[src/design/core_pkg.sv]
/*
   Shared definitions for the 16-bit in-order pipeline.
   Holds the word and register index types, the opcode and ALU
   encodings, and the control struct that every stage passes on.
   Modules take what they need by a wildcard import in their body.
*/
package core_pkg;

   // Basic data types
   typedef logic [15:0] word_t;
   typedef logic [2:0]  reg_idx_t;

   // Major opcodes, instruction bits 15:11
   typedef enum logic [4:0] {
      OP_NOP   = 5'b00001,
      OP_ADDI  = 5'b01000,
      OP_ST    = 5'b10000,
      OP_LD    = 5'b10001,
      OP_STU   = 5'b10011,
      OP_RTYPE = 5'b11011
   } opcode_t;

   // ALU operations, same encoding as the R-format funct field
   typedef enum logic [1:0] {
      ALU_ADD  = 2'b00,
      ALU_SUB  = 2'b01,  // Rs minus Rt
      ALU_XOR  = 2'b10,
      ALU_ANDN = 2'b11   // Rs and not Rt
   } alu_op_t;

   // Control bundle built in decode
   typedef struct packed {
      alu_op_t  alu_op;
      logic     use_imm;
      logic     mem_en;
      logic     mem_wrt;
      logic     mem_to_reg;
      logic     reg_wrt;
      reg_idx_t dest;
      reg_idx_t src_a;
      reg_idx_t src_b;   // ALU operand B or store data register
      word_t    imm;     // Sign-extended 5-bit immediate
   } ctrl_t;

endpackage

[src/design/pipe_if.sv]
/*
   One link between two pipeline stages.
   The upstream stage drives it through the source modport and the
   downstream stage reads it through the sink modport.
*/
interface pipe_if;
   import core_pkg::*;

   logic  valid;
   ctrl_t ctrl;
   // Operands, or base and store data for memory ops
   word_t a_val;
   word_t b_val;
   // ALU result or memory address
   word_t result;
   word_t load_data;

   modport source (
      output valid, ctrl, a_val, b_val, result, load_data
   );

   modport sink (
      input valid, ctrl, a_val, b_val, result, load_data
   );

endinterface

[src/design/decode_stage.sv]
/*
   Decode stage.
   Splits the incoming instruction into fields, builds the control
   bundle, reads both source registers and registers it all into the
   decode-to-execute link. Unknown opcodes go on as bubbles.
*/
module decode_stage (
   input  logic               clk,
   input  logic               reset,
   input  logic               instr_valid,
   input  core_pkg::word_t    instr,
   output core_pkg::reg_idx_t rd_idx_a,
   output core_pkg::reg_idx_t rd_idx_b,
   input  core_pkg::word_t    rd_val_a,
   input  core_pkg::word_t    rd_val_b,
   pipe_if.source             dx
);
   import core_pkg::*;

   logic [4:0] opcode;
   ctrl_t      dec_ctrl;

   assign opcode = instr[15:11];

   //////////////////////////////////////////////////////////////////////
   // Control generation
   //////////////////////////////////////////////////////////////////////

   always_comb begin
      dec_ctrl        = '0;
      dec_ctrl.alu_op = ALU_ADD;
      dec_ctrl.src_a  = instr[10:8];
      dec_ctrl.src_b  = instr[7:5];
      dec_ctrl.imm    = {{11{instr[4]}}, instr[4:0]};
      // 100xx group, writes when low bits match
      dec_ctrl.mem_wrt = (opcode[4:2] == 3'b100) && ~^opcode[1:0];
      // Enabled unless low bits are 10
      dec_ctrl.mem_en  = (opcode[4:2] == 3'b100) && (opcode[1:0] != 2'b10);
      case (opcode)
         OP_ADDI: begin
            dec_ctrl.use_imm = 1'b1;
            dec_ctrl.reg_wrt = 1'b1;
            dec_ctrl.dest    = instr[7:5];
         end
         OP_RTYPE: begin
            dec_ctrl.alu_op  = alu_op_t'(instr[1:0]);
            dec_ctrl.reg_wrt = 1'b1;
            dec_ctrl.dest    = instr[4:2];
         end
         OP_ST: begin
            dec_ctrl.use_imm = 1'b1;
         end
         OP_LD: begin
            dec_ctrl.use_imm    = 1'b1;
            dec_ctrl.reg_wrt    = 1'b1;
            dec_ctrl.mem_to_reg = 1'b1;
            dec_ctrl.dest       = instr[7:5];
         end
         OP_STU: begin
            // Updated base goes back into Rs
            dec_ctrl.use_imm = 1'b1;
            dec_ctrl.reg_wrt = 1'b1;
            dec_ctrl.dest    = instr[10:8];
         end
         OP_NOP: begin
            // Plain bubble
         end
         default: begin
            dec_ctrl.mem_en  = 1'b0;
            dec_ctrl.mem_wrt = 1'b0;
         end
      endcase
   end

   // Register file read indices
   assign rd_idx_a = dec_ctrl.src_a;
   assign rd_idx_b = dec_ctrl.src_b;

   //////////////////////////////////////////////////////////////////////
   // Decode-to-execute register
   //////////////////////////////////////////////////////////////////////

   always_ff @(posedge clk) begin
      if (reset) begin
         dx.valid <= 1'b0;
         dx.ctrl  <= '0;
      end else begin
         dx.valid <= instr_valid;
         dx.ctrl  <= dec_ctrl;
      end
      dx.a_val <= rd_val_a;
      dx.b_val <= rd_val_b;
   end

   // Nothing computed yet at this point
   assign dx.result    = '0;
   assign dx.load_data = '0;

   a_instr_known: assert property (@(posedge clk) disable iff (reset)
      instr_valid |-> !$isunknown(instr))
      else $error("instruction has unknown bits while instr_valid is high");

endmodule

[src/flat_wrapper.sv]
// flat-port wrapper written by rule: the top's interface ports become plain ports
module decode_stage_flat import core_pkg::*;
  (clk, reset, instr_valid, instr, rd_idx_a, rd_idx_b, rd_val_a, rd_val_b, dx_valid, dx_ctrl, dx_a_val, dx_b_val, dx_result, dx_load_data);
  pipe_if dx_i ();
  input  logic clk;
  input  logic reset;
  input  logic instr_valid;
  input  core_pkg::word_t instr;
  output core_pkg::reg_idx_t rd_idx_a;
  output core_pkg::reg_idx_t rd_idx_b;
  input  core_pkg::word_t rd_val_a;
  input  core_pkg::word_t rd_val_b;
  output wire logic [$bits(dx_i.valid)-1:0] dx_valid;
  output wire logic [$bits(dx_i.ctrl)-1:0] dx_ctrl;
  output wire logic [$bits(dx_i.a_val)-1:0] dx_a_val;
  output wire logic [$bits(dx_i.b_val)-1:0] dx_b_val;
  output wire logic [$bits(dx_i.result)-1:0] dx_result;
  output wire logic [$bits(dx_i.load_data)-1:0] dx_load_data;
  assign dx_valid = dx_i.valid;
  assign dx_ctrl = dx_i.ctrl;
  assign dx_a_val = dx_i.a_val;
  assign dx_b_val = dx_i.b_val;
  assign dx_result = dx_i.result;
  assign dx_load_data = dx_i.load_data;
  decode_stage u_core (.clk(clk), .reset(reset), .instr_valid(instr_valid), .instr(instr), .rd_idx_a(rd_idx_a), .rd_idx_b(rd_idx_b), .rd_val_a(rd_val_a), .rd_val_b(rd_val_b), .dx(dx_i));
endmodule
[config.mk]
export PLATFORM = sky130hd
export DESIGN_NAME = decode_stage_flat
export DESIGN_NICKNAME = d
export VERILOG_FILES = /design/src/design/core_pkg.sv /design/src/design/pipe_if.sv /design/src/design/decode_stage.sv /design/src/flat_wrapper.sv
export SDC_FILE = /design/constraint.sdc
export NUM_CORES = 1
export LEC_CHECK = 0
export BUFFER_PORTS_ARGS = -buffer_cell sky130_fd_sc_hd__buf_2
export CORE_MARGIN = 4
export CORE_UTILIZATION = 42
export CTS_BUF_LIST = sky130_fd_sc_hd__clkbuf_4
export DETAILED_ROUTE_END_ITERATION = 8
export PLACE_DENSITY = 0.87
export SETUP_SLACK_MARGIN = 0.15
export SYNTH_ARGS = -nofsm -noshare
export SYNTH_HDL_FRONTEND = slang
export SYNTH_SLANG_ARGS = --single-unit
[constraint.sdc]
create_clock -name clk -period 2.43 [get_ports clk]
set_input_delay 0.243 -clock clk [delete_from_list [all_inputs] [get_ports clk]]
set_output_delay 0.243 -clock clk [all_outputs]
set_load 0.005 [all_outputs]
==> flow_summary.ini, run 1 <==
[outcome]
status = finished clean

[cells_and_area]
area_delta_synth_final_pct = 42.9
fillCellCount = 334
final_area_um2 = 2620
multi_input_area_um2 = 468
layout.nets = 346
drive_above_1_share_pct = 45.5
regArea_um2 = 1080

[placed_design]
portBuffers = 121
hpwl_mm = 3.40
place_area_um2 = 2220
place_congestion = 0.661
dp_slack_ps = 1150

[floorplanning]
initial_core_util_pct = 44.5
die-area_um2 = 5480
die_w_um = 74.0
rows = 23
ioPinCount = 154
core_region_area_um2 = 4120
fp.dieH_um = 74.0

[power_and_ir_drop]
p_int_w = 0.00117
p_sw_w = 0.000395
switching_share_pct = 25.3
p_seq_share_pct = 60.1
power_leakage_nw = 1.41
p_per_area_nw_per_um2 = 598
pwr-share-clk_pct = 26.6
irDropWorstVdd_uv = 341
pwr-share-comb_pct = 13.3

[drt]
vias = 1444
wl_per_cell_um = 14.7
ant_nets = 0
drt_wl_total_mm = 5.05
drt_pass1_iterations = 5
viasPerCell = 4.20
drtIter0Drc = 34
drc_errors = 0

[worst_hold_path]
min_path_type = primary input to flip-flop

[global_routing]
grt_max_degree = 20
grt-ovfl-total = 0
grt_use_total_pct = 17.3
antenna_found_initial = 1
grt_pass1_wl_mm = 6.78
grt_pass1_vias = 1385

[yosys]
synth_ff_type = dfxtp_1
synth_top_family_by_area = buffers and inverters
synthXorXnorAreaFrac_pct = 0
synth_cell_types = 24
synth_mux_area_share_pct = 1.64
synth_cells = 151
synth-seq-area-share_pct = 59.1
synth_edf_count = 0
synthArstFlopShare_pct = 0
synth_compound_area_share_pct = 3.14
netlist_area_um2 = 1830
yosys.area_share.simple_pct = 11.5
yosys.area_share.adder_pct = 2.73
yosys_warnings = 0
syn-mean-instance-area_um2 = 12.1
ys_ff_latch = 54

[setup_path]
cp_max_fo = 12
crit_path_end_kind = primary output
path_buf_inv = 1
cp.required_ps = 2190
cp_cell_sequence = buf_2
crit_family = flip-flops
cp.arrival_ps = 1030
path_class = flip-flop to primary output
slowest_stage = dfxtp_1
critical_path.max_stage_delay_ps = 490
start_kind = flip-flop

[cts]
ctsRootBufferMaster = clkbuf_4
cts_sinks = 54
clock_path_buffers = 2
cts_resized = 0
cts_tree = yes
post_cts_buffers = 0
clk_pin_slew_ps = 170
htree_levels = 2
cts_buffers = 5
ctsHoldBuffers = 32

[run]
cap_violations = 0

[sta]
finalHoldViolCount = 0
slew_violations = 0
fmax_ghz = 0.784
finalCritPeriodShare_pct = 52.5
period_needed_ps = 1270
tns_ps = 0
grt_setup_unrepaired = false
setup_ws_ps = 1160
finalSetupViolCount = 0
-- flip-flops by register name (all words and copies together) (netlist names) --
register	flops
u_core.dx.b_val	16
u_core.dx.ctrl	21
u_core.dx.valid	1
u_core.dx.a_val	16
-- worst paths after layout --
path,cells after the start,startpoint,slack (ps),end
setup / recovery,1,u_core.dx.ctrl[4],1160,dx_ctrl[10]
hold / removal,2,instr_valid,50,u_core.dx.valid
-- Yosys cell counts (all sizes together), types with 2 or more instances --
library cell	n	area, um2
inv	2	7.51
a21boi	3	33.8
nand2b	3	18.8
nor2b	15	101
mux2i	3	30.0
buf	51	390
nand3	2	10.0
o22ai	3	18.8
ha	4	50.1
nor2	3	27.5
dfxtp	54	1080
-- through the flow --
stage | util (%) | hold slack, ps | instances | total power (W)
3_3_place_gp | 54.1 | 345 | 302 | 0.00112
6_report | 63.6 | 47.4 | 344 | 0.00156
5_1_grt | 63.5 | 63.6 | 343 | 0.00165
3_5_place_dp | 54.1 | 347 | 302 | 0.00112
2_1_floorplan | - | 271 | 182 | 0.00107
4_1_cts | 63.5 | 36.9 | 342 | 0.00157
-- cell type report --
type | instances | area share [%]
diodes | 2 | 0.191
multi-input cells | 75 | 17.9
inverters | 2 | 0.287
clock buffers | 5 | 1.43
flip-flops and latches | 54 | 41.3
clock inverters | 3 | 1.10
repair buffers | 153 | 35.4
well taps | 50 | 2.39
-- cell usage in the layout (no fill, tap or decap) --
master	synthesis	routed
buf_2	0	121
nand2b_1	3	3
diode_2	0	2
nor2b_4	1	1
clkinv_4	0	2
nor3b_1	1	1
a21boi_0	1	1
and3_1	1	1
inv_1	2	2
o21ai_0	1	1
nand3b_4	1	1
or3_1	1	1
nand4b_1	1	1
dfxtp_1	54	54
conb_1	1	32
nand2_1	1	1
nor2_8	1	1
nor2b_1	14	14
o22ai_1	3	3
mux2i_1	3	3
nand3_1	2	2
clkbuf_4	0	5
dlygate4sd3_1	0	32
ha_1	4	4
a21boi_1	1	1
a21boi_4	1	1
nor2_1	2	2
inv_8	0	1
-- logic make-up (layout without fill, tap and decap cells) --
kind of cell             after synthesis  count (layout)
other                                  1              34
AND/OR/NAND/NOR                       29              29
flip-flops                            54              54
adder cells (fa/ha/maj)                4               4
buffers and inverters                 53             163
multiplexers                           3               3
AO/OA/AOI/OAI                          7               7
-- routing by layer --
metal	track usage [%]	up-vias	wire length (um)
li1	-	677	-
met1	14.4	640	1400
met2	34.4	109	2790
met3	5.54	18	671
met4	10.7	0	188
met5	0	-	0
-- power groups by stage --
| stage | combinational (W) | sequential, W | clock [W] |
|---|---|---|---|
| global placement | 0.000160 | 0.000956 | 0 |
| global route | 0.000230 | 0.000944 | 0.000471 |
| detailed placement | 0.000164 | 0.000958 | 0 |
| finish | 0.000208 | 0.000940 | 0.000416 |
| floorplan | 0.000109 | 0.000965 | 0 |
| CTS | 0.000206 | 0.000939 | 0.000430 |
Power figures use the tool's default switching activity.
==> run 2: changes to the inputs <==
Settings changed: ABC_AREA set to 1, CORE_UTILIZATION 42 to 36, PLACE_DENSITY 0.87 to 0.79.
Clock period 2.43 ns to 1.1 ns, I/O delays scaled along.
==> run 2 against run 1 <==
  * Sequential power rose by 120%
  * Critical path depth did not move
  * Via count is 11% higher
  * Sequential cell count is the same
  * Synthesized area up 1.6%
  * Clock power increased to 2.7 times the previous value
  * Wire length rose by 2.3%
  * Synthesized cell count increased by 26%
  * Combinational power rose by 140%
  * Die area rose by 16%
  * Largest power group unchanged
  * Final cell count is 20% higher
  * Non-clock buffer count increased by 15
==> flow_summary.ini, run 2 <==
[setup_path]
cp_cell_sequence = buf_2
cp.required_ps = 990
path_depth = 1
crit_path_end_kind = primary output
crit_family = flip-flops
start_kind = flip-flop
cp.arrival_ps = 900
cp_max_fo = 12
path_buf_inv = 1
critical_path.max_stage_delay_ps = 410
slowest_stage = dfxtp_4
path_class = flip-flop to primary output

[cells_and_area]
largestRegisters = u_core.dx.ctrl (21), u_core.dx.a_val (16), u_core.dx.b_val (16)
top_register = u_core.dx.ctrl
drive_above_1_share_pct = 45.2
post-route-util_pct = 60.1
final_cell_mix = buf_2 (113), dlygate4sd3_1 (45), dfxtp_1 (37)
stdcell_count = 414
diodes = 0
final_common_cell = buf_2
area_delta_synth_final_pct = 56.7
largest_reg_flops = 21
layout.nets = 401

[cts]
clock_path_buffers = 2
cts_sinks = 54
ctsRootBufferMaster = clkbuf_4
htree_levels = 2
cts_tree = yes
clk_pin_slew_ps = 150
cts_buffers = 5
post_cts_buffers = 0

[placed_design]
portBuffers = 121
dp.cells = 361
hpwl_mm = 3.50
place_congestion = 0.759

[floorplanning]
die_w_um = 79.9
die-area_um2 = 6380
rows = 25
ioPinCount = 154
initial_core_util_pct = 38.3
fp.dieH_um = 79.9
core_region_area_um2 = 4850

[sta]
grt_setup_unrepaired = true
finalCritPeriodShare_pct = 91.8
fmax_ghz = 0.990
tns_ps = 0
finalSetupViolCount = 0
slew_violations = 0
period_needed_ps = 1010
finalHoldViolCount = 0

[global_routing]
grt_max_degree = 19
grt_use_total_pct = 15.3
grt-ovfl-total = 0
grt_pass1_vias = 1516
grt_pass1_wl_mm = 7.29
antenna_found_initial = 0

[yosys]
synth_top_area_share_pct = 58.1
yosys-top-cells-count = dfxtp_1 (54), buf_4 (49), inv_1 (27)
synth_ff_type = dfxtp_1
synth_most_common_cell = dfxtp_1
yosysTopAreaCell = dfxtp_1
ys_ff_latch = 54
netlist_area_um2 = 1860
synthArstFlopShare_pct = 0
yosys-top-cells-area = dfxtp_1 (58%), buf_4 (20%), inv_1 (5.5%), nand2_1 (3.8%), nor2_1 (3.8%)
synth-seq-area-share_pct = 58.1
synth_edf_count = 0
synth_cell_types = 17
yosys_warnings = 0
syn-mean-instance-area_um2 = 9.73
synth_cells = 191

[power_and_ir_drop]
totalPowerFinal_w = 0.00370
irDropWorstVdd_uv = 612
p_per_area_nw_per_um2 = 1270
power_leakage_nw = 1.58

[worst_hold_path]
min_path_type = primary input to flip-flop
min_path_cells = 3

[outcome]
status = finished clean

[drt]
wl_per_cell_um = 12.5
drc_errors = 0
drt_pass1_iterations = 4
vias = 1600
viasPerCell = 3.86
ant_nets = 0
drtIter0Drc = 20
drt_wl_total_mm = 5.17

[run]
cap_violations = 0
==> run 2: layout make-up <==
| cell class | count | area [um2] |
|---|---|---|
| Tap cell | 67 | 83.8 |
| Clock inverter | 3 | 48.8 |
| Clock buffer | 5 | 37.5 |
| Fill cell | 382 | 1930 |
| Multi-Input combinational cell | 90 | 417 |
| Sequential cell | 54 | 1100 |
| Inverter | 27 | 101 |
| Timing Repair Buffer | 168 | 1120 |
==> run 2: routing by layer <==
layer / GRT usage, % / wire length [um] / up-vias
met5: 0 / 0 / -
met4: 6.59 / 65 / 0
met3: 3.61 / 589 / 5
met2: 28.8 / 2740 / 98
met1: 15.9 / 1780 / 709
li1: - / - / 788
==> run 2: tightest hold or removal path, stage by stage <==
cell,delay (ps)
buf_2,120
nand2_1,80
a21oi_2,50
==> run 2: stage by stage <==
step	hold slack (ps)	setup WS, ps	instance area (um2)
finish	17.0	89.7	2910
global route	1.35	20.2	2910
CTS	6.13	68.1	2850
detailed placement	214	-17.7	2300
global placement	212	31.5	2300
floorplan	138	224	1980
==> run 2: cells by family (layout without fill, tap and decap cells) <==
family | Yosys count | in the layout | synth area share [%]
AO/OA/AOI/OAI | 6 | 6 | 2.22
adder cells (fa/ha/maj) | 4 | 4 | 2.69
buffers and inverters | 78 | 203 | 25.7
flip-flops | 54 | 54 | 58.1
other | 1 | 32 | 0.202
AND/OR/NAND/NOR | 48 | 48 | 11.0
==> run 2: path summary, 6_finish.rpt <==
path | startpoint | end | slack [ps]
max | u_core.dx.ctrl[4] | dx_ctrl[6] | 90
min | instr[6] | u_core.dx.ctrl[23] | 20
==> run 2: power by group <==
part	switching [W]	internal (W)	leakage [nW]	total [W]
clock	0.000615	0.000494	0.0433	0.00111
combinational	0.000213	0.000292	1.09	0.000505
sequential	0.0000308	0.00205	0.454	0.00208
total	0.000859	0.00284	1.58	0.00370
==> run 2: repair_timing <==
item | in CTS | in global routing
hold buffers | 45 | 0
gates resized for setup | 7 | 19
pin swaps | 0 | 0
endpoints found under the hold margin | 46 | 0
endpoints found under the setup margin | 18 | 63
gates cloned | 0 | 0
==> run 3: changes to the inputs <==
Settings changed: CORE_ASPECT_RATIO set to 0.5.
==> run 3 against run 2 <==
  * Combinational power about the same
  * Maximum frequency fell by 0.72%
  * Worst hold slack got worse by 2.1 ps
  * Final cell count increased by 0.48%
  * Critical endpoint is now dx_ctrl[14]
  * Largest cell class unchanged
==> flow_summary.ini, run 3 (synthesis results as in run 2) <==
[outcome]
status = finished clean

[global_routing]
grt_use_total_pct = 13.9
grt_pass1_vias = 1454
grt_pass1_wl_mm = 6.70
antenna_found_initial = 0
grt_max_degree = 19
grt-ovfl-total = 0

[cells_and_area]
final_cell_mix = buf_2 (111), dlygate4sd3_1 (45), dfxtp_1 (39)
top_register = u_core.dx.ctrl
largest_reg_flops = 21
area_delta_synth_final_pct = 57.0
drive_above_1_share_pct = 44.5
diodes = 0
layout.nets = 400
largestRegisters = u_core.dx.ctrl (21), u_core.dx.a_val (16), u_core.dx.b_val (16)
final_area_um2 = 2920
final_common_cell = buf_2
fillCellCount = 396

[placed_design]
portBuffers = 121
place_congestion = 0.767
hpwl_mm = 3.24
place_area_um2 = 2300

[sta]
finalCritPeriodShare_pct = 92.5
fmax_ghz = 0.983
period_needed_ps = 1020
grt_setup_unrepaired = true
whs_ps = 14.9
finalSetupViolCount = 0
finalHoldViolCount = 0
slew_violations = 0

[setup_path]
crit_family = flip-flops
cp_max_fo = 12
path_depth = 1
cp.arrival_ps = 910
slowest_stage = dfxtp_4
path_class = flip-flop to primary output
cp.required_ps = 990
path_buf_inv = 1
start_kind = flip-flop
crit_path_end_kind = primary output
critical_path.max_stage_delay_ps = 410
cp_cell_sequence = buf_2

[cts]
clock_path_buffers = 2
post_cts_buffers = 0
cts_buffers = 5
htree_levels = 2
ctsRootBufferMaster = clkbuf_4
cts_tree = yes
cts_sinks = 54
clk_pin_slew_ps = 150

[power_and_ir_drop]
p_seq_share_pct = 55.8
pwr-share-clk_pct = 30.7
p_per_area_nw_per_um2 = 1280
irDropWorstVdd_uv = 656
p_sw_w = 0.000896
p_int_w = 0.00283
pwr-share-comb_pct = 13.5
power_leakage_nw = 1.58
switching_share_pct = 24.0

[drt]
viasPerCell = 3.79
drc_errors = 0
wl_per_cell_um = 12.3
ant_nets = 0
drtIter0Drc = 50
drt_wl_total_mm = 5.10
vias = 1577
drt_pass1_iterations = 4

[floorplanning]
fp.dieH_um = 58.8
die-area_um2 = 6450
ioPinCount = 154
core_region_area_um2 = 4950
die_w_um = 110
initial_core_util_pct = 37.5
rows = 18

[run]
cap_violations = 0

[worst_hold_path]
min_path_type = primary input to flip-flop
min_path_cells = 3
hp-start = instr[6]
holdPathEnd = u_core.dx.ctrl[23]
[run 3: changes by cell type in the layout (fill, tap and decap cells not counted), moves of 2 or more]
cell	delta
buf_2	-2
buf_6	+2
dfxtp_1	+2
dfxtp_2	-2
[run 3: area by class of cell]
cell class / count / area [um2] / area share [%]
timing repair buffer: 167 / 1130 / 38.6
clock inverter: 3 / 47.5 / 1.63
sequential: 54 / 1100 / 37.8
multi-input combinational: 90 / 417 / 14.3
inverter: 27 / 101 / 3.47
tap: 70 / 87.6 / 3.00
clock buffer: 5 / 37.5 / 1.29
[run 3: layer usage]
metal	track usage (%)	vias to the layer above	share of wire, %
li1	-	782	-
met1	12.0	722	32
met2	30.1	61	60
met3	3.29	12	6.2
met4	6.39	0	2.0
met5	0	-	0
[run 3: tightest hold or removal path: stages]
cell     delay [ps]
buf_2           110
nand2_1          80
a21oi_2          60
[run 3: worst max path at each step]
stage | from | endpoint | slack, ps
finish | u_core.dx.ctrl[4] | dx_ctrl[14] | 80
global route | u_core.dx.ctrl[4] | dx_ctrl[6] | 20
CTS | u_core.dx.ctrl[4] | dx_ctrl[14] | 70
detailed placement | instr[11] | u_core.dx.ctrl[29] | -10
global placement | instr[11] | u_core.dx.ctrl[29] | 40
floorplan | instr[11] | u_core.dx.ctrl[25] | 220
[run 3: power groups by stage]
stage	Clock [W]	Sequential (W)	Combinational (W)
2_1_floorplan	0	0.00213	0.000227
3_3_place_gp	0	0.00211	0.000342
3_5_place_dp	0	0.00212	0.000350
4_1_cts	0.00114	0.00207	0.000477
5_1_grt	0.00123	0.00209	0.000549
6_report	0.00115	0.00208	0.000503
[run 3: stage by stage]
stage          TNS (ps)  instances  worst slack (ps)  total power [W]  utilization (%)
2_1_floorplan         0        222               224          0.00236                -
3_3_place_gp          0        363              36.7          0.00245             46.4
3_5_place_dp      -13.6        363             -13.6          0.00247             46.4
4_1_cts               0        416              70.0          0.00369             57.5
5_1_grt               0        416              20.6          0.00387             58.9
6_report              0        416              82.3          0.00373             58.9
[run 3: repair_timing]
item | 4_1_cts | 5_1_grt
setup endpoints to repair | 20 | 65
gates resized for setup | 6 | 20
hold buffers | 45 | 0
endpoints found under the hold margin | 46 | 0
